<file path="config.mk">
export PLATFORM = sky130hd
export DESIGN_NAME = mem_issue_flat
export DESIGN_NICKNAME = d
export VERILOG_FILES = /design/src/common/memops_pkg.sv /design/src/common/mem_if.sv /design/src/source/mem_issue.sv /design/src/flat_wrapper.sv
export VERILOG_INCLUDE_DIRS = /design/src /design/src/common
export SDC_FILE = /design/constraint.sdc
export NUM_CORES = 1
export LEC_CHECK = 0
export ABC_AREA = 1
export BUFFER_PORTS_ARGS = -buffer_cell sky130_fd_sc_hd__buf_2
export CAP_MARGIN = 20
export CORE_ASPECT_RATIO = 1.25
export CORE_UTILIZATION = 38
export CTS_BUF_LIST = sky130_fd_sc_hd__clkbuf_16
export CTS_CLUSTER_SIZE = 16
export DETAILED_ROUTE_END_ITERATION = 8
export PLACE_DENSITY = 0.89
export REMOVE_ABC_BUFFERS = 1
export SLEW_MARGIN = 20
export SYNTH_ARGS = -nofsm -noshare
export SYNTH_HDL_FRONTEND = slang
export SYNTH_SLANG_ARGS = --single-unit
</file>
<file path="constraint.sdc">
create_clock -name i_clk -period 4.2 [get_ports i_clk]
set_clock_uncertainty 0.1 [all_clocks]
set_input_delay 0.21 -clock i_clk [delete_from_list [all_inputs] [get_ports i_clk]]
set_output_delay 0.21 -clock i_clk [all_outputs]
set_load 0.005 [all_outputs]
</file>
<file path="src/common/memops_cfg.svh">
/* load/store sizing */
`ifndef MEMOPS_CFG_SVH
`define MEMOPS_CFG_SVH

// width of the outstanding counter
// also the log2 depth of the return FIFO in the bus master
`define MEM_LGDEPTH 4

// the most requests the issue gate lets into flight at once
// has to stay below the return FIFO depth
`define MEM_MAXDEPTH 6

// word address width of the block RAM
// any word address with bits above this set gets a bus error
`define MEM_RAM_AW 10

`endif

</file>
<file path="src/common/memops_pkg.sv">
/* load/store unit types */
package memops_pkg;

	// memory opcode as the CPU issues it
	// bit 0 marks a store and bits 2:1 carry the access size
	typedef enum logic [2:0] {
		OP_LB = 3'b010,
		OP_SB = 3'b011,
		OP_LH = 3'b100,
		OP_SH = 3'b101,
		OP_LW = 3'b110,
		OP_SW = 3'b111
	} mem_op_e;

	// access size, the same encoding as opcode bits 2:1
	typedef enum logic [1:0] {
		SZ_NONE = 2'b00,
		SZ_BYTE = 2'b01,
		SZ_HALF = 2'b10,
		SZ_WORD = 2'b11
	} mem_size_e;

	// response sequencing inside the block RAM slave
	typedef enum logic [1:0] {
		RAM_IDLE,
		RAM_ACK,
		RAM_ERR
	} ram_state_e;

	// register tag, bit 4 is the mode and 14/15 are CC and PC
	typedef logic [4:0] reg_id_t;

	// what the bus master remembers about each request in flight
	typedef struct packed {
		reg_id_t   wreg;
		mem_size_e size;
		logic [1:0] lsb;
		logic      store;
	} ret_entry_t;

endpackage

</file>
<file path="src/common/mem_if.sv">
/* CPU side request and response */
`timescale 1ns/1ps

//////////////////////////////////////////////////////////////////////
// one accepted request, strobed for a single cycle
//////////////////////////////////////////////////////////////////////
interface mem_req_if;
	import memops_pkg::*;

	// stb is a one-cycle pulse, never held and never back-pressured
	logic        stb;
	mem_op_e     op;
	logic [31:0] addr;
	logic [31:0] data;
	reg_id_t     oreg;

	// the issue gate drives the request
	modport master (
		output stb, op, addr, data, oreg
	);

	// the bus master consumes it
	modport sink (
		input stb, op, addr, data, oreg
	);

	// bookkeeping only watches
	modport monitor (
		input stb, op, addr, data, oreg
	);
endinterface

//////////////////////////////////////////////////////////////////////
// responses and status from the bus master
//////////////////////////////////////////////////////////////////////
interface mem_rsp_if;
	import memops_pkg::*;

	// done pulses for every finished request
	// valid comes with done on loads only
	logic        valid;
	logic        done;
	// err ends the whole string, done and valid stay low with it
	logic        err;
	reg_id_t     wreg;
	logic [31:0] result;
	// levels, anything in flight and a load in flight
	logic        busy;
	logic        rdbusy;

	modport source (
		output valid, done, err, wreg, result, busy, rdbusy
	);

	modport monitor (
		input valid, done, err, wreg, result, busy, rdbusy
	);
endinterface

</file>
<file path="src/source/mem_issue.sv">
/* issue gate */
`timescale 1ns/1ps
`include "memops_cfg.svh"

module mem_issue (
	input  logic                    i_clk,
	input  logic                    i_cpu_reset,
	input  logic                    i_stb,
	input  memops_pkg::mem_op_e     i_op,
	input  logic [31:0]             i_addr,
	input  logic [31:0]             i_data,
	input  memops_pkg::reg_id_t     i_oreg,
	output logic                    o_pipe_stalled,
	mem_req_if.master               req,
	mem_rsp_if.monitor              rsp,
	input  logic [`MEM_LGDEPTH-1:0] i_outstanding,
	input  logic                    i_read_cycle,
	input  logic                    i_pc_pending,
	input  logic                    i_gie
);
	logic [`MEM_LGDEPTH:0] count_eff;
	logic                  busy_eff;
	logic                  read_eff;
	logic                  gie_eff;
	logic                  pc_eff;
	logic                  accept;

	// the tracker only sees our strobe on the following edge
	// so the request sitting in req this cycle is folded in here
	assign busy_eff  = rsp.busy || req.stb;
	assign read_eff  = req.stb ? !req.op[0] : i_read_cycle;
	assign gie_eff   = req.stb ? req.oreg[4] : i_gie;
	assign count_eff = {1'b0, i_outstanding} + {{`MEM_LGDEPTH{1'b0}}, req.stb};
	// a load into CC or PC blocks everything behind it
	assign pc_eff    = i_pc_pending || (req.stb && !req.op[0] && (req.oreg[3:1] == 3'b111));

	// stalled as a level whether or not the CPU is asking
	assign o_pipe_stalled = rsp.err
		|| pc_eff
		|| (count_eff >= `MEM_MAXDEPTH)
		|| (busy_eff && (read_eff != !i_op[0]))
		|| (busy_eff && (gie_eff != i_oreg[4]));

	assign accept = i_stb && !o_pipe_stalled;

	always_ff @(posedge i_clk)
	begin
		if (i_cpu_reset)
			req.stb <= 1'b0;
		else
			req.stb <= accept;
	end

	// request fields only move when something is taken
	always_ff @(posedge i_clk)
	begin
		if (accept)
		begin
			req.op   <= i_op;
			req.addr <= i_addr;
			req.data <= i_data;
			req.oreg <= i_oreg;
		end
	end

endmodule

</file>
<file path="src/flat_wrapper.sv">
// flat-port wrapper written by rule: the top's interface ports become plain ports
module mem_issue_flat 
  (i_clk, i_cpu_reset, i_stb, i_op, i_addr, i_data, i_oreg, o_pipe_stalled, i_outstanding, i_read_cycle, i_pc_pending, i_gie, req_stb, req_op, req_addr, req_data, req_oreg, rsp_valid, rsp_done, rsp_err, rsp_wreg, rsp_result, rsp_busy, rsp_rdbusy);
  mem_req_if req_i ();
  mem_rsp_if rsp_i ();
  input  logic i_clk;
  input  logic i_cpu_reset;
  input  logic i_stb;
  input  memops_pkg::mem_op_e i_op;
  input  logic [31:0] i_addr;
  input  logic [31:0] i_data;
  input  memops_pkg::reg_id_t i_oreg;
  output logic o_pipe_stalled;
  input  logic [`MEM_LGDEPTH-1:0] i_outstanding;
  input  logic i_read_cycle;
  input  logic i_pc_pending;
  input  logic i_gie;
  output wire logic [$bits(req_i.stb)-1:0] req_stb;
  output wire logic [$bits(req_i.op)-1:0] req_op;
  output wire logic [$bits(req_i.addr)-1:0] req_addr;
  output wire logic [$bits(req_i.data)-1:0] req_data;
  output wire logic [$bits(req_i.oreg)-1:0] req_oreg;
  input wire logic [$bits(rsp_i.valid)-1:0] rsp_valid;
  input wire logic [$bits(rsp_i.done)-1:0] rsp_done;
  input wire logic [$bits(rsp_i.err)-1:0] rsp_err;
  input wire logic [$bits(rsp_i.wreg)-1:0] rsp_wreg;
  input wire logic [$bits(rsp_i.result)-1:0] rsp_result;
  input wire logic [$bits(rsp_i.busy)-1:0] rsp_busy;
  input wire logic [$bits(rsp_i.rdbusy)-1:0] rsp_rdbusy;
  assign req_stb = req_i.stb;
  assign req_op = req_i.op;
  assign req_addr = req_i.addr;
  assign req_data = req_i.data;
  assign req_oreg = req_i.oreg;
  assign rsp_i.valid = rsp_valid;
  assign rsp_i.done = rsp_done;
  assign rsp_i.err = rsp_err;
  assign rsp_i.wreg = rsp_wreg;
  assign rsp_i.result = rsp_result;
  assign rsp_i.busy = rsp_busy;
  assign rsp_i.rdbusy = rsp_rdbusy;
  mem_issue u_core (.i_clk(i_clk), .i_cpu_reset(i_cpu_reset), .i_stb(i_stb), .i_op(i_op), .i_addr(i_addr), .i_data(i_data), .i_oreg(i_oreg), .o_pipe_stalled(o_pipe_stalled), .req(req_i), .rsp(rsp_i), .i_outstanding(i_outstanding), .i_read_cycle(i_read_cycle), .i_pc_pending(i_pc_pending), .i_gie(i_gie));
endmodule
</file>
### Word-level counts from Yosys, hierarchy flattened

Index checks and enable logic that the tools add are counted.
W data, S select, Z words.

* word-level logic and storage cells: 26
* output and inout port bits: 74
* register bits: 73

* equality and inequality tests: 3
* multiplexer cells: 2
* add/sub/neg operators: 1
* reduce and logical (&&, ||, !) cells: 14
* $lt $le $gt $ge: 1

Operator list (number)
* $logic_or A1 B1 Y1: 6
* $add A4 B1 Y5: 1
* $ge A5 B3 Y1 const B: 1
* $logic_and A1 B1 Y1: 5
* $eq A3 B3 Y1 const B: 1
* $logic_not A1 Y1: 3
* $mux W1: 2
* $ne A1 B1 Y1: 2

### Logic depth before layout (Yosys ltp)

* word-level depth: 10
* depth in mapped cells: 9
* depth with buffers taken out: 9

### Worst setup path after synthesis

Ideal clock, no wire load.

* path kind: reg-to-reg
* start point: register u_core.req.stb
* end point: register u_core.req.addr[0], enable pin
* setup slack: 0.948 ns
* arrival: 2.726 ns
* path buffers: 0
* data required time: 3.674 ns
* cell stages (with the launch flop): 10
* library setup time: 0.426 ns
* cells stage by stage: dfxtp_1 > ha_1 > ha_1 > nand2_1 > nor2_1 > nor2_1 > nand3_1 > nor2_2 > nand3_2 > inv_1

* word-level cells in the longest chain between the ends: 9

Ends and longest elaborated chain
* from (decl): line mem_if.sv:19 `output stb, op, addr, data, oreg`
* from (signal assigned): line mem_issue.sv:51 `req.stb <= accept;`
* branches (longest 6 deep; another with $add A4 B1 Y5)
* $logic_or A1 B1 Y1 *: line mem_issue.sv:38 `assign o_pipe_stalled = rsp.err`
* $logic_not A1 Y1 *: line mem_issue.sv:44 `assign accept = i_stb && !o_pipe_stalled;`
* $logic_and A1 B1 Y1 *: line mem_issue.sv:44
* via u_core.accept: line mem_issue.sv:26 `logic accept;`
* to (signal assigned): line mem_issue.sv:60 `req.addr <= i_addr;`
* to (decl): line mem_if.sv:19

Mark *: on every way through the listed nets, which the timed path passes.
A chain may end at the register's enable or synchronous reset.

### Final worst setup path

* start point: register u_core.req.stb
* end point: register u_core.req.data[12], enable pin

* word-level cells in the longest chain between the ends: 9

Ends and longest elaborated chain
* branches (longest 6 deep; another with $add A4 B1 Y5)
* $logic_or A1 B1 Y1 *: line mem_issue.sv:38
* $logic_not A1 Y1 *: line mem_issue.sv:44
* $logic_and A1 B1 Y1 *: line mem_issue.sv:44
* via u_core.accept: line mem_issue.sv:26
* to (signal assigned): line mem_issue.sv:61 `req.data <= i_data;`
* to (decl): line mem_if.sv:19

Marked as above.

==> run summary <==
outcome -> finished, final reports clean
Synth cell types -> 16
Slew Viols, Final -> 0
row count -> 31
die width -> 72.9 um
R2R setup slack -> 1480 ps
CP required -> 4100 ps
PortBufs -> 157
register area share after synthesis -> 0.914
GPL Wtd Cong -> 0.716
drt via density -> 4.37
peak supply drop -> 438 uV
crit path cell chain -> ha_1 -> ha_1 -> nand2_1 -> nor2_1 -> nor2_1 -> nand3_1 -> nor2_2 -> nand3_2 -> inv_2 -> buf_12
worst reg-to-reg path cell count -> 10
CTS tree -> built
post-synthesis cell count -> 116
First-pass DRT Iterations -> 4
CTS Sinks -> 73
Final Setup Violations -> 0
hold path cells -> 1
die footprint -> 0.00661 sq mm
Max Freq -> 0.368 GHz
final wirelength -> 6.86 mm
Worst Setup Path Type -> register to register
latest clock arrival within the worst-skew pair -> 320 ps
WHS Endpoint -> u_core.req.op[0]$_DFFE_PP_
number of remaining DRC errors -> 0
max capacitance violation total -> 0
Setup Fix Bufs, Post-CTS -> 0
core area -> 0.00593 sq mm
fin crit share -> 0.647
Worst Max-Slew Pin Slew -> 745 ps
RR Endpoint -> u_core.req.data[12]$_DFFE_PP_
Clk pin slew, worst setup/hold paths -> 50 ps
unrepaired setup endpoints after global routing -> no
layout cell share with drive strength beyond 1 -> 0.489
ANT cells -> 0
Slew headroom -> 0.503
final design utilization -> 0.720
GRT overflow -> 0
Mean Syn Cell Area -> 20.6 sq um
Syn. warnings -> 0
CTS resizes -> 0
Worst Setup End Kind -> register
arrival time worst endpoint -> 2620 ps
CP max stage delay -> 550 ps
NumNets Final -> 483
Synth Area in Compound Gates -> 0.00629
Root Driver -> clkbuf_16
Fin. Hold Viols -> 0
Initial DRC Count -> 58
initial antenna violation count -> 0
pwr dens -> 370 mW/mm^2
XOR/XNOR Fraction of Synth Area -> 0
via count -> 1939
hold_sp -> i_op[0]
worst path buffer plus inverter count -> 2
Die Ht -> 90.6 um
synthesized area -> 0.00239 sq mm
Fin Setup TNS -> 0 ps
kind of cell adding the most delay to the critical path -> buffers and inverters
number of synthesized register bits -> 73
Post-Synth Adder-Cell Area -> 0.0105
vias in the first global route -> 2163
largest family of logic cells by synthesized area -> simple AND/OR/NAND/NOR gates
hpwl dp -> 3.84 mm
gr usage total -> 0.220
Hold Crit Class -> primary input to register
hold buffer count at cts -> 71
critical path fanouts, max -> 38
io pins -> 198
htree depth -> 3
drt wl/cell -> 15.5 um
largest net degree at the start of global routing -> 39
CP Launch Type -> register
RR Startpoint -> u_core.req.stb$_SDFF_PP0_
post-synthesis mux area share -> 0
post-route ant nets -> 0
most frequent cells in the layout -> buf_2, dlygate4sd3_1, edfxtp_1
clock buffer depth -> 2
first-pass GRT wire length -> 10.3 mm
P_leak -> 1.86 nW
fin crit period -> 2720 ps
most common library cell in the layout ignoring fill and taps -> buf_2
CTS Buf Count -> 9
Post-Synth Simple-Gate Area -> 0.0550
Worst path slowest cell -> inv_2
initial core utilization -> 0.402
area delta synth->final -> 79.0%
sequential cells by signal, indices dropped and copies added, names as in the netlist:
signal,flops
u_core.req.addr,32
u_core.req.data,32
u_core.req.op,3
u_core.req.oreg,5
u_core.req.stb,1
stage by stage:
stage / setup slack, ps / instance area, sq um / hold WS (ps) / instances / total power (W)
finish: 1480 / 4270 / 11.6 / 444 / 0.00158
detailed placement: 1490 / 3300 / 284 / 356 / 0.000885
global placement: 1550 / 3300 / 281 / 356 / 0.000881
floorplan: 948 / 2390 / 177 / 116 / 0.000838
CTS: 1480 / 4260 / 4.91 / 443 / 0.00158
global route: 1240 / 4270 / 4.31 / 444 / 0.00163
synthesized netlist by cell type:
cell type,number,area share
a21oi_1,1,0.0021
dfxtp_1,1,0.0084
edfxtp_1,72,0.91
ha_1,2,0.010
inv_1,8,0.013
inv_2,1,0.0016
nand2_1,18,0.028
nand3_1,2,0.0042
nand3_2,1,0.0042
nand3b_1,1,0.0031
nand4_1,1,0.0026
nor2_1,3,0.0047
nor2_2,2,0.0052
o21ai_0,1,0.0021
o21ai_1,1,0.0021
or2_2,1,0.0026
cell type report:
class | instances | area (sq um)
Clock buffer | 9 | 225
Timing Repair Buffer | 230 | 1530
Multi-Input combinational cell | 34 | 171
Inverter | 9 | 33.8
Sequential cell | 73 | 2180
Clock inverter | 7 | 31.3
Tap cell | 82 | 103
Fill cell | 404 | 1660
how the worst max path moves through the flow:
| stage | start | to | slack [ps] | cells after the start |
|---|---|---|---|---|
| finish | u_core.req.stb$_SDFF_PP0_ | u_core.req.data[12]$_DFFE_PP_ | 1480 | 10 |
| global route | u_core.req.stb$_SDFF_PP0_ | u_core.req.op[0]$_DFFE_PP_ | 1240 | 10 |
| CTS | u_core.req.stb$_SDFF_PP0_ | u_core.req.addr[19]$_DFFE_PP_ | 1480 | 10 |
| detailed placement | u_core.req.stb$_SDFF_PP0_ | u_core.req.addr[11]$_DFFE_PP_ | 1490 | 10 |
| global placement | u_core.req.stb$_SDFF_PP0_ | u_core.req.addr[19]$_DFFE_PP_ | 1550 | 10 |
| floorplan | u_core.req.stb$_SDFF_PP0_ | u_core.req.addr[0]$_DFFE_PP_ | 950 | 9 |
power breakdown:
part | switching (W) | internal, W | total [W] | leakage, nW
Clock | 0.000266 | 0.000388 | 0.000654 | 0.143
Sequential | 0.00000193 | 0.000809 | 0.000811 | 0.657
Combinational | 0.0000371 | 0.0000788 | 0.000116 | 1.06
worst register-to-register path, stage by stage, from the launching register on:
cell     delay [ps]
dfxtp_1         360
ha_1            250
ha_1            300
nand2_1          70
nor2_1           40
nor2_1           80
nand3_1          80
nor2_2          130
nand3_2         110
inv_2           550
buf_12          330
logic make-up after synthesis:
| logic type | after synthesis |
|---|---|
| compound gates | 3 |
| fa+ha+maj | 2 |
| buf+inv | 9 |
| flops | 73 |
| simple gates | 29 |
metal layers:
metal  vias up  routed length, um  track usage
li1        909                  -            -
met1       919               2160        0.191
met2        96               4100        0.444
met3        15                457       0.0725
met4         0                141       0.0703
met5         -                  0            0
No activity file was read; power rests on OpenSTA's default activity.
