[src/common/memops_cfg.svh]
/* load/store sizing */
`ifndef MEMOPS_CFG_SVH
`define MEMOPS_CFG_SVH

// width of the outstanding counter
// also the log2 depth of the return FIFO in the bus master
`define MEM_LGDEPTH 4

// the most requests the issue gate lets into flight at once
// has to stay below the return FIFO depth
`define MEM_MAXDEPTH 6

// word address width of the block RAM
// any word address with bits above this set gets a bus error
`define MEM_RAM_AW 10

`endif

[src/common/memops_pkg.sv]
/* load/store unit types */
package memops_pkg;

	// memory opcode as the CPU issues it
	// bit 0 marks a store and bits 2:1 carry the access size
	typedef enum logic [2:0] {
		OP_LB = 3'b010,
		OP_SB = 3'b011,
		OP_LH = 3'b100,
		OP_SH = 3'b101,
		OP_LW = 3'b110,
		OP_SW = 3'b111
	} mem_op_e;

	// access size, the same encoding as opcode bits 2:1
	typedef enum logic [1:0] {
		SZ_NONE = 2'b00,
		SZ_BYTE = 2'b01,
		SZ_HALF = 2'b10,
		SZ_WORD = 2'b11
	} mem_size_e;

	// response sequencing inside the block RAM slave
	typedef enum logic [1:0] {
		RAM_IDLE,
		RAM_ACK,
		RAM_ERR
	} ram_state_e;

	// register tag, bit 4 is the mode and 14/15 are CC and PC
	typedef logic [4:0] reg_id_t;

	// what the bus master remembers about each request in flight
	typedef struct packed {
		reg_id_t   wreg;
		mem_size_e size;
		logic [1:0] lsb;
		logic      store;
	} ret_entry_t;

endpackage

[src/common/mem_if.sv]
/* CPU side request and response */
`timescale 1ns/1ps

//////////////////////////////////////////////////////////////////////
// one accepted request, strobed for a single cycle
//////////////////////////////////////////////////////////////////////
interface mem_req_if;
	import memops_pkg::*;

	// stb is a one-cycle pulse, never held and never back-pressured
	logic        stb;
	mem_op_e     op;
	logic [31:0] addr;
	logic [31:0] data;
	reg_id_t     oreg;

	// the issue gate drives the request
	modport master (
		output stb, op, addr, data, oreg
	);

	// the bus master consumes it
	modport sink (
		input stb, op, addr, data, oreg
	);

	// bookkeeping only watches
	modport monitor (
		input stb, op, addr, data, oreg
	);
endinterface

//////////////////////////////////////////////////////////////////////
// responses and status from the bus master
//////////////////////////////////////////////////////////////////////
interface mem_rsp_if;
	import memops_pkg::*;

	// done pulses for every finished request
	// valid comes with done on loads only
	logic        valid;
	logic        done;
	// err ends the whole string, done and valid stay low with it
	logic        err;
	reg_id_t     wreg;
	logic [31:0] result;
	// levels, anything in flight and a load in flight
	logic        busy;
	logic        rdbusy;

	modport source (
		output valid, done, err, wreg, result, busy, rdbusy
	);

	modport monitor (
		input valid, done, err, wreg, result, busy, rdbusy
	);
endinterface

[src/mem_unit/mem_tracker.sv]
/* request tracker */
`timescale 1ns/1ps
`include "memops_cfg.svh"

module mem_tracker (
	input  logic                    i_clk,
	input  logic                    i_cpu_reset,
	mem_req_if.monitor              req,
	mem_rsp_if.monitor              rsp,
	output logic [`MEM_LGDEPTH-1:0] o_outstanding,
	output logic                    o_read_cycle,
	output logic                    o_pc_pending,
	output logic                    o_gie
);
	logic req_special;
	logic rsp_special;

	// tags 14 and 15 in either mode, CC and PC
	assign req_special = req.stb && !req.op[0] && (req.oreg[3:1] == 3'b111);
	assign rsp_special = rsp.valid && (rsp.wreg[3:1] == 3'b111);

	//////////////////////////////////////////////////////////////////////
	// outstanding count
	//////////////////////////////////////////////////////////////////////

	// a request in the err cycle was already dropped by the bus master
	always_ff @(posedge i_clk)
	begin
		if (i_cpu_reset || rsp.err)
			o_outstanding <= '0;
		else
		begin
			case ({req.stb, rsp.done})
			2'b10:
				o_outstanding <= o_outstanding + 1'b1;
			2'b01:
				o_outstanding <= o_outstanding - 1'b1;
			default:
				o_outstanding <= o_outstanding;
			endcase
		end
	end

	// direction of the current string
	always_ff @(posedge i_clk)
	begin
		if (i_cpu_reset || rsp.err)
			o_read_cycle <= 1'b0;
		else if (req.stb)
			o_read_cycle <= !req.op[0];
		else if (!rsp.busy)
			o_read_cycle <= 1'b0;
	end

	// special register load in flight
	always_ff @(posedge i_clk)
	begin
		if (i_cpu_reset || rsp.err)
			o_pc_pending <= 1'b0;
		else if (req_special)
			o_pc_pending <= 1'b1;
		else if (rsp_special)
			o_pc_pending <= 1'b0;
	end

	// mode that owns the string, taken from the tag
	always_ff @(posedge i_clk)
	begin
		if (i_cpu_reset)
			o_gie <= 1'b0;
		else if (req.stb)
			o_gie <= req.oreg[4];
	end

endmodule

[src/flat_wrapper.sv]
// flat-port wrapper written by rule: the top's interface ports become plain ports
module mem_tracker_flat 
  (i_clk, i_cpu_reset, o_outstanding, o_read_cycle, o_pc_pending, o_gie, req_stb, req_op, req_addr, req_data, req_oreg, rsp_valid, rsp_done, rsp_err, rsp_wreg, rsp_result, rsp_busy, rsp_rdbusy);
  mem_req_if req_i ();
  mem_rsp_if rsp_i ();
  input  logic i_clk;
  input  logic i_cpu_reset;
  output logic [`MEM_LGDEPTH-1:0] o_outstanding;
  output logic o_read_cycle;
  output logic o_pc_pending;
  output logic o_gie;
  input wire logic [$bits(req_i.stb)-1:0] req_stb;
  input wire logic [$bits(req_i.op)-1:0] req_op;
  input wire logic [$bits(req_i.addr)-1:0] req_addr;
  input wire logic [$bits(req_i.data)-1:0] req_data;
  input wire logic [$bits(req_i.oreg)-1:0] req_oreg;
  input wire logic [$bits(rsp_i.valid)-1:0] rsp_valid;
  input wire logic [$bits(rsp_i.done)-1:0] rsp_done;
  input wire logic [$bits(rsp_i.err)-1:0] rsp_err;
  input wire logic [$bits(rsp_i.wreg)-1:0] rsp_wreg;
  input wire logic [$bits(rsp_i.result)-1:0] rsp_result;
  input wire logic [$bits(rsp_i.busy)-1:0] rsp_busy;
  input wire logic [$bits(rsp_i.rdbusy)-1:0] rsp_rdbusy;
  assign req_i.stb = req_stb;
  assign req_i.op = req_op;
  assign req_i.addr = req_addr;
  assign req_i.data = req_data;
  assign req_i.oreg = req_oreg;
  assign rsp_i.valid = rsp_valid;
  assign rsp_i.done = rsp_done;
  assign rsp_i.err = rsp_err;
  assign rsp_i.wreg = rsp_wreg;
  assign rsp_i.result = rsp_result;
  assign rsp_i.busy = rsp_busy;
  assign rsp_i.rdbusy = rsp_rdbusy;
  mem_tracker u_core (.i_clk(i_clk), .i_cpu_reset(i_cpu_reset), .req(req_i), .rsp(rsp_i), .o_outstanding(o_outstanding), .o_read_cycle(o_read_cycle), .o_pc_pending(o_pc_pending), .o_gie(o_gie));
endmodule
[config.mk]
export PLATFORM = sky130hd
export DESIGN_NAME = mem_tracker_flat
export DESIGN_NICKNAME = d
export VERILOG_FILES = /design/src/common/memops_pkg.sv /design/src/common/mem_if.sv /design/src/mem_unit/mem_tracker.sv /design/src/flat_wrapper.sv
export VERILOG_INCLUDE_DIRS = /design/src /design/src/common
export SDC_FILE = /design/constraint.sdc
export NUM_CORES = 1
export LEC_CHECK = 0
export ABC_AREA = 1
export BUFFER_PORTS_ARGS = -buffer_cell sky130_fd_sc_hd__buf_2
export CAP_MARGIN = 20
export CORE_MARGIN = 2
export CORE_UTILIZATION = 17
export CTS_BUF_LIST = sky130_fd_sc_hd__clkbuf_8
export DETAILED_ROUTE_END_ITERATION = 8
export PLACE_DENSITY = 0.77
export SLEW_MARGIN = 20
export SYNTH_ARGS = -nofsm -noshare
export SYNTH_HDL_FRONTEND = slang
export SYNTH_SLANG_ARGS = --single-unit
[constraint.sdc]
create_clock -name i_clk -period 1.4 [get_ports i_clk]
set_input_delay 0.21 -clock i_clk [delete_from_list [all_inputs] [get_ports i_clk]]
set_output_delay 0.21 -clock i_clk [all_outputs]
set_load 0.005 [all_outputs]
# After elaboration in Yosys (flattened, before gate mapping)
# Cells that the tools add are included.
word_totals:
  ff_bits: 7
  elab_cells: 23
op_classes:
  add_sub_neg: 2
  eq_ne: 5
  muxes: 5
  n_reduce_logical: 7
ops:
  columns: ["cell", "count"]
  rows:
  - ["one-hot mux 4 bit (2 select lines)", 1]
  - ["== test 3 bit (second input constant)", 2]
  - ["adder 4 x 1 -> 4 bit (second input constant)", 1]
  - ["2-to-1 mux 1 bit", 4]
  - ["nonzero test 2 bit", 2]
  - ["subtractor 4 x 1 -> 4 bit (second input constant)", 1]
  - ["logical AND 1 bit", 3]
  - ["== test 2 x 1 -> 1 bit (second input constant)", 1]
  - ["== test 2 bit (second input constant)", 1]
  - ["inequality test 2 bit (second input constant)", 1]
  - ["zero test 1 bit", 1]
  - ["logical OR 1 bit", 1]

# Longest topological paths before layout
# Gate-level depths: netlist of the first run.
depth:
  depth_word: 4
  depth_mapped: 11
  mapped_depth_nobuf: 11

# Least setup slack after synthesis of the first run
# No wires, ideal clock.
synth_timing:
  path_type: "input to register"
  startpoint: "in req_stb"
  endpoint: "reg u_core.o_outstanding[2]"
  arrival_ps: 1268
  setup_slack_ps: 16
  cell_stages: 10
  path_cell_list: "inv_1 ha_1 nand2_1 inv_2 nor2_4 ha_1 a21oi_1 xnor2_1 o21ai_0 inv_1"
synth_between:
  elab_chain_len: 2
  word_cells_on_any_way: 4
  classes_between: "2 x eq/ne; 1 x mux; 1 x reduce/logical"
synth_lines:
  columns: ["item", "line", "source"]
  rows:
  - ["start: declaration", "flat_wrapper.sv:12", "input wire logic [$bits(req_i.stb)-1:0] req_stb;"]
  - ["== test 2 x 1 -> 1 bit / == test 2 bit (equally long branches)", "mem_tracker.sv:33", "case ({req.stb, rsp.done})"]
  - ["one-hot mux 4 bit (2 select lines) / nonzero test 2 bit (equally long branches)", null, null]
  - ["end signal: assignment", "mem_tracker.sv:35", "o_outstanding <= o_outstanding + 1'b1;"]
  - ["end signal: assignment", "mem_tracker.sv:37", "o_outstanding <= o_outstanding - 1'b1;"]
  - ["end signal: assignment", "mem_tracker.sv:39", "o_outstanding <= o_outstanding;"]
  - ["end: declaration", "mem_tracker.sv:10", "output logic [`MEM_LGDEPTH-1:0] o_outstanding,"]
# Parallel ways exist; a longest one is shown, timed or not.
# A chain may end at the register's enable or synchronous reset.

# Worst setup path in the final report of the first run
# Same ends and word-level chain as after synthesis.

==> impl_metrics.py, run 1 <==
metrics = {
    "status": {
        "status": "finished clean",
    },
    "placement": {
        "dp_hpwl_um": 852,
        "dpl.cell_count": 107,
        "place_congestion": 0.738,
        "numPortBuffers": 21,
        "dpl_worst_slack_ns": -0.227,
        "placed_area_um2": 566,
    },
    "timing": {
        "rsz0062_at_grt": "false",
        "fin_ws_ns": 0.0672,
        "hold_violations": 0,
        "setup-violations-final": 0,
        "worst_pin_slew_ns": 0.226,
        "skew_ns": 0.00168,
        "clock.fmax_ghz": 0.750,
        "fin_crit_sh_pct": 95.2,
        "slew_headroom_pct": 84.9,
        "period_needed_ns": 1.33,
        "maxSlewViolCount": 0,
        "setup_tns_ns": 0,
    },
    "cells_and_area": {
        "multi_input_area_um2": 241,
        "finalNonFillerCells": 111,
        "area_delta_synth_final_pct": 53.1,
        "stdcell_area_um2": 624,
        "seqCellArea_um2": 141,
        "fillers": 256,
        "drive_above_1_share_pct": 41.0,
        "n_antenna_cell": 0,
        "finalNetCount": 204,
    },
    "die": {
        "dieHeight_um": 53.0,
        "core_area_mm2": 0.00223,
        "ios": 124,
        "die_w_um": 53.0,
        "die_area_mm2": 0.00281,
        "rows": 17,
        "start_util_pct": 18.3,
    },
    "worst_setup_path": {
        "path_class": "in2reg",
        "cp_data_arrival_time_ns": 1.45,
        "critPathRequiredTime_ns": 1.52,
        "worst_path_max_delay_cell": "ha_1",
        "slowest_delay_ns": 0.18,
        "path_cells": "buf_2 > inv_1 > ha_4 > nand2_1 > inv_2 > nor2_4 > ha_1 > a21oi_1 > xnor2_1 > o21ai_1 > inv_1",
        "end_kind": "flop",
        "crit_fanout": 4,
        "startpoint_type": "input port",
        "path_common_cell": "inv_1",
    },
    "route": {
        "first_pass_iters": 3,
        "drc": 0,
        "drt-initial-drc-count": 7,
        "wire_per_inst_um": 9.47,
        "ant_nets": 0,
        "wl_um": 1050,
        "via_per_inst": 3.97,
        "via_count": 441,
    },
    "cts": {
        "path_clk_slew_ns": 0.04,
        "cts_made_buffers": 3,
        "cts-root-buf": "clkbuf_8",
        "clkSinkCount": 7,
        "clock_path_buffers": 2,
        "cts_tree": "built",
        "htreeDepth": 1,
        "worstSkewPairLatency_ns": 0.22,
    },
    "synthesis": {
        "synth_area_um2": 408,
        "synth-simple-area-share_pct": 29.8,
        "synth-compound-area-share_pct": 10.7,
        "synth_top_area_cell": "dfxtp_1",
        "ys_ff_latch": 7,
        "avgSynthCellArea_um2": 7.28,
        "muxShareOfSynthArea_pct": 0,
        "ys_warn_count": 0,
        "synth.area.top_cells": "dfxtp_1, nand2_1, ha_1, a21oi_1, inv_1",
        "ys_types": 18,
        "synth_top_family_by_area": "simple AND/OR/NAND/NOR gates",
        "synth_seq_area_share_pct": 34.4,
        "synth.top_cell.area_share_pct": 34.4,
        "synthAdderAreaFrac_pct": 9.20,
        "syn_nets": 176,
        "synth_xor_area_share_pct": 6.44,
        "syn_inst": 56,
    },
    "power": {
        "total_power_w": 0.000600,
        "power_switching_share_pct": 24.6,
        "pwr-share-comb_pct": 18.0,
        "p_leak_nw": 0.330,
        "p_clk_share_pct": 45.4,
        "internal_power_w": 0.000453,
        "p_seq_share_pct": 36.6,
        "p_per_area_mw_per_mm2": 961,
        "vdd_drop_max_v": 0.000460,
        "power_switching_w": 0.000147,
    },
    "job": {
        "cap_violations": 0,
    },
    "grt": {
        "grt.total_usage_pct": 8.90,
        "grt_start_max_net_pins": 7,
        "grt_pass1_wl_um": 1750,
        "grt_pass1_vias": 423,
        "overflow": 0,
        "antenna_found_initial": 0,
    },
    "hold_path": {
        "hp-class": "in2reg",
    },
}
[metal layers]
metal	vias to the layer above	GRT usage (%)	wire length [um]
met5	-	0	0
met4	0	5.13	0
met3	0	2.54	98
met2	21	14.0	483
met1	191	10.8	470
li1	229	-	-
[sequential cells by signal (all words and copies together), names as in the netlist]
register	count
u_core.o_outstanding	4
u_core.o_gie	1
u_core.o_pc_pending	1
u_core.o_read_cycle	1
[cell families (layout without fill, tap and decap cells)]
| group | after synthesis | in the layout |
|---|---|---|
| buf+inv | 10 | 37 |
| flops | 7 | 7 |
| simple gates | 25 | 25 |
| xor+xnor | 3 | 3 |
| compound gates | 8 | 8 |
| fa+ha+maj | 3 | 3 |
[area by class of cell]
class | instances | share of cell area [%]
clock buffer | 3 | 6.61
clock inverter | 1 | 0.601
inverter | 9 | 5.41
multi-input combinational | 39 | 38.7
sequential | 7 | 22.6
tap | 28 | 5.61
timing repair buffer | 24 | 20.4
[cell usage in the layout, fill, tap and decap left out]
cell type | synthesis | final
o21ai_1 | 0 | 1
buf_2 | 1 | 21
nor2_1 | 4 | 4
buf_4 | 0 | 3
nor2_2 | 1 | 1
ha_4 | 0 | 1
dfxtp_1 | 7 | 6
nand2_1 | 12 | 12
ha_1 | 3 | 2
nand3_1 | 3 | 3
xor2_1 | 1 | 1
inv_2 | 1 | 1
nand3_2 | 1 | 1
or2_1 | 1 | 1
nand4_1 | 2 | 2
clkbuf_8 | 0 | 3
nor2_4 | 1 | 1
inv_1 | 8 | 9
xnor2_1 | 2 | 2
o21ai_2 | 1 | 1
a21oi_1 | 6 | 6
dfxtp_2 | 0 | 1
[timing repair]
action,CTS,global route
setup endpoints to repair,1,1
gates resized for setup,1,3
hold buffers,0,0
setup buffers,0,0
gates cloned,0,0
endpoints found under the hold margin,0,0
[per-stage QoR]
step	utilization (%)	hold WS, ns
after global placement	25.3	0.376
after detailed placement	25.3	0.387
after global routing	28.0	0.151
after CTS	27.4	0.147
final	28.0	0.153
after floorplan	-	0.279
[synthesized netlist by cell type (all sizes together)]
| cell | count |
|---|---|
| or2 | 1 |
| dfxtp | 7 |
| buf | 1 |
| nor2 | 6 |
| inv | 9 |
| a21oi | 6 |
| o21ai | 2 |
| nand3 | 4 |
| nand2 | 12 |
| xnor2 | 2 |
| ha | 3 |
| xor2 | 1 |
| nand4 | 2 |
[path summary, 6_finish.rpt]
path | start | endpoint | slack (ns) | cells after the start
worst max-delay path | req_stb | u_core.o_outstanding[2]$_SDFFE_PP0P_ | 0.07 | 11
worst min-delay path | i_cpu_reset | u_core.o_gie$_SDFFE_PP0P_ | 0.15 | 2
worst max register to register | u_core.o_outstanding[1]$_SDFFE_PP0P_ | u_core.o_outstanding[2]$_SDFFE_PP0P_ | 0.07 | 8
worst min register to register | u_core.o_gie$_SDFFE_PP0P_ | u_core.o_gie$_SDFFE_PP0P_ | 0.45 | 2
[power by group through the flow]
| stage | combinational (W) | clock, W | sequential (W) |
|---|---|---|---|
| after global placement | 0.0000995 | 0 | 0.000222 |
| after CTS | 0.000105 | 0.000290 | 0.000219 |
| final | 0.000108 | 0.000273 | 0.000220 |
| after detailed placement | 0.000104 | 0 | 0.000222 |
| after floorplan | 0.0000591 | 0 | 0.000222 |
| after global routing | 0.000122 | 0.000305 | 0.000220 |
[critical path, delay by kind of cell]
family	cells	cell delay, ns
buf+inv	4	0.35
compound gates	2	0.32
simple gates	2	0.10
fa+ha+maj	2	0.35
xor+xnor	1	0.12
No activity file was read; power rests on OpenSTA's default activity.
==> run 2: changes to the inputs <==
- ABC_AREA: 1 -> not set
- CORE_UTILIZATION: 17 -> 16
- PLACE_DENSITY: 0.77 -> 0.75
==> impl_metrics.py, run 2 <==
metrics = {
    "worst_setup_path": {
        "path_class": "in2reg",
        "worstReg2RegStart": "u_core.o_outstanding[1]$_SDFFE_PP0P_",
        "path_common_cell": "a21oi_2",
        "startpoint_type": "input port",
        "end_kind": "flop",
        "critPathRequiredTime_ns": 1.56,
        "startpoint": "req_stb",
        "crit_fanout": 3,
        "r2r_setup_slack_ns": 0.02,
        "slowest_delay_ns": 0.33,
        "worst_path_max_delay_cell": "or3_1",
        "path_cells": "buf_8 > clkinvlp_4 > ha_4 > xor2_2 > ha_2 > a21oi_2 > xor2_1 > or3_1 > a21oi_2",
        "cp_data_arrival_time_ns": 1.56,
    },
    "route": {
        "drc": 0,
        "first_pass_iters": 4,
        "drt-initial-drc-count": 2,
        "via_per_inst": 4.12,
        "via_count": 433,
        "wl_um": 1040,
        "ant_nets": 0,
        "wire_per_inst_um": 9.87,
    },
    "synthesis": {
        "syn_inst": 44,
        "synth_seq_area_share_pct": 36.0,
        "synthArstFlopShare_pct": 0,
        "synth_area_um2": 389,
        "synth_top_area_cell": "dfxtp_1",
        "synth.top_cell.area_share_pct": 36.0,
        "synth.area.top_cells": "dfxtp_1, ha_1, nor2_1, xor2_1, mux2i_1",
        "syn_nets": 164,
        "ys_warn_count": 0,
        "ys_types": 22,
        "avgSynthCellArea_um2": 8.84,
        "synth_flop_cell": "dfxtp_1",
        "ys_ff_latch": 7,
        "netlist_top_cells_count": "dfxtp_1, nor2_1, a21oi_1, ha_1, xor2_1",
        "synth_edf_count": 0,
    },
    "grt": {
        "met3_usage_pct": 3.95,
        "grt_pass1_wl_um": 1460,
        "antenna_found_initial": 0,
        "grtUsageMet1_pct": 5.42,
        "grt_pass1_vias": 381,
        "overflow": 0,
        "grt_busiest_layer": "met2",
        "use_met2_pct": 15.2,
        "grt.total_usage_pct": 7.39,
        "grt_start_max_net_pins": 8,
    },
    "die": {
        "rows": 17,
        "start_util_pct": 17.3,
        "ios": 124,
        "die_w_um": 53.3,
        "core_area_mm2": 0.00225,
        "dieHeight_um": 53.3,
        "die_area_mm2": 0.00284,
    },
    "cts": {
        "clkSinkCount": 7,
        "cts-root-buf": "clkbuf_8",
        "path_clk_slew_ns": 0.04,
        "cts_tree": "built",
        "clock_path_buffers": 2,
        "cts_made_buffers": 3,
        "worstSkewPairLatency_ns": 0.23,
        "htreeDepth": 1,
    },
    "placement": {
        "placed_area_um2": 623,
        "dp_hpwl_um": 848,
        "dpl.cell_count": 99,
        "numPortBuffers": 21,
        "place_congestion": 0.671,
    },
    "power": {
        "p_leak_nw": 0.323,
        "p_clk_share_pct": 44.3,
        "power_switching_w": 0.000152,
        "pwr-share-comb_pct": 21.0,
        "p_per_area_mw_per_mm2": 893,
        "p_seq_share_pct": 34.6,
        "total_power_w": 0.000630,
        "power_switching_share_pct": 24.1,
        "vdd_drop_max_v": 0.000580,
        "internal_power_w": 0.000478,
    },
    "timing": {
        "rsz0062_at_grt": "true",
        "whs_ns": 0.149,
        "fin_crit_sh_pct": 100,
        "hold_violations": 0,
        "period_needed_ns": 1.40,
        "clock.fmax_ghz": 0.714,
        "fin_ws_ns": -0.000601,
        "worst_pin_slew_ns": 0.303,
        "slew_headroom_pct": 79.6,
        "setup-violations-final": 1,
        "skew_ns": 0.00132,
        "maxSlewViolCount": 0,
    },
    "cells_and_area": {
        "layout_commonest_cell": "buf_2",
        "finalNonFillerCells": 105,
        "drive_above_1_share_pct": 59.7,
        "stdcell_area_um2": 706,
        "area_delta_synth_final_pct": 81.4,
        "finalNetCount": 198,
        "mostFrequentLayoutCells": "buf_2, buf_4, nor2_1, dfxtp_1, clkbuf_8",
        "largest_reg_flops": 4,
        "largest-register": "u_core.o_outstanding",
        "n_antenna_cell": 0,
    },
    "status": {
        "status": "finished with violations",
        "violations": "setup timing",
    },
    "hold_path": {
        "hp-start": "i_cpu_reset",
        "hp-class": "in2reg",
    },
    "job": {
        "cap_violations": 0,
    },
}
==> run 2: changes by cell type after synthesis, sizes merged, moves of 2 or more <==
| cell | change |
|---|---|
| a21oi | -3 |
| clkbuf | +2 |
| inv | -7 |
| mux2i | +2 |
| nand2 | -11 |
| nand3 | -3 |
| xnor2 | -2 |
| xor2 | +2 |
==> run 2: per-stage QoR <==
step | util (%) | TNS (ns) | worst slack [ns]
after floorplan | - | -0.153 | -0.0871
after global placement | 27.6 | -0.424 | -0.216
after detailed placement | 27.6 | -0.500 | -0.258
after CTS | 30.6 | 0 | 0.0144
after global routing | 31.3 | -0.0559 | -0.0375
final | 31.3 | -0.000601 | -0.000601
==> run 2: logic make-up after synthesis <==
| group | Yosys count | synth area share [%] |
|---|---|---|
| buffers and inverters | 4 | 3.86 |
| muxes | 3 | 9.00 |
| DFF | 7 | 36.0 |
| xor gates and xnor gates | 3 | 6.75 |
| and+or+nand+nor | 18 | 24.1 |
| AOI/OAI and AO/OA | 6 | 10.6 |
| adders and majority gates | 3 | 9.65 |
==> run 2: power groups by stage <==
stage               combinational (W)  sequential (W)  clock [W]
finish                       0.000133        0.000218   0.000279
CTS                          0.000130        0.000218   0.000291
global route                 0.000145        0.000219   0.000303
global placement             0.000119        0.000220          0
detailed placement           0.000124        0.000221          0
floorplan                   0.0000658        0.000222          0
==> run 2: layout make-up <==
| class | count | area (um^2) |
|---|---|---|
| multi-input combinational | 33 | 283 |
| tap | 28 | 35.0 |
| inverter | 2 | 11.3 |
| clock buffer | 3 | 41.3 |
| timing repair buffer | 31 | 190 |
| sequential | 7 | 141 |
| fill | 263 | 1550 |
| clock inverter | 1 | 3.75 |
==> run 2: timing repair <==
| item | CTS | global route |
|---|---|---|
| resized for setup | 2 | 3 |
| hold buffers | 0 | 0 |
| setup buffers | 2 | 0 |
| setup endpoints to repair | 2 | 2 |
| pin swaps | 2 | 3 |
==> run 2: worst max-delay path, delay by kind of cell <==
kind                       cells  cell delay [ns]
adders and majority gates      2             0.38
and+or+nand+nor                1             0.33
AOI/OAI and AO/OA              2             0.23
xor gates and xnor gates       2             0.22
buffers and inverters          2             0.20
==> run 2: final timing paths <==
path              depth (start not counted)                                    to
setup / recovery                          9  u_core.o_outstanding[2]$_SDFFE_PP0P_
hold / removal                            2             u_core.o_gie$_SDFFE_PP0P_
setup reg to reg                          6  u_core.o_outstanding[2]$_SDFFE_PP0P_
hold reg to reg                           2      u_core.o_pc_pending$_SDFFE_PP0P_
==> run 2: layer usage <==
metal | vias to the layer above | routed length [um]
li1 | 221 | -
met1 | 199 | 361
met2 | 13 | 606
met3 | 0 | 68
met4 | 0 | 0
met5 | - | 0
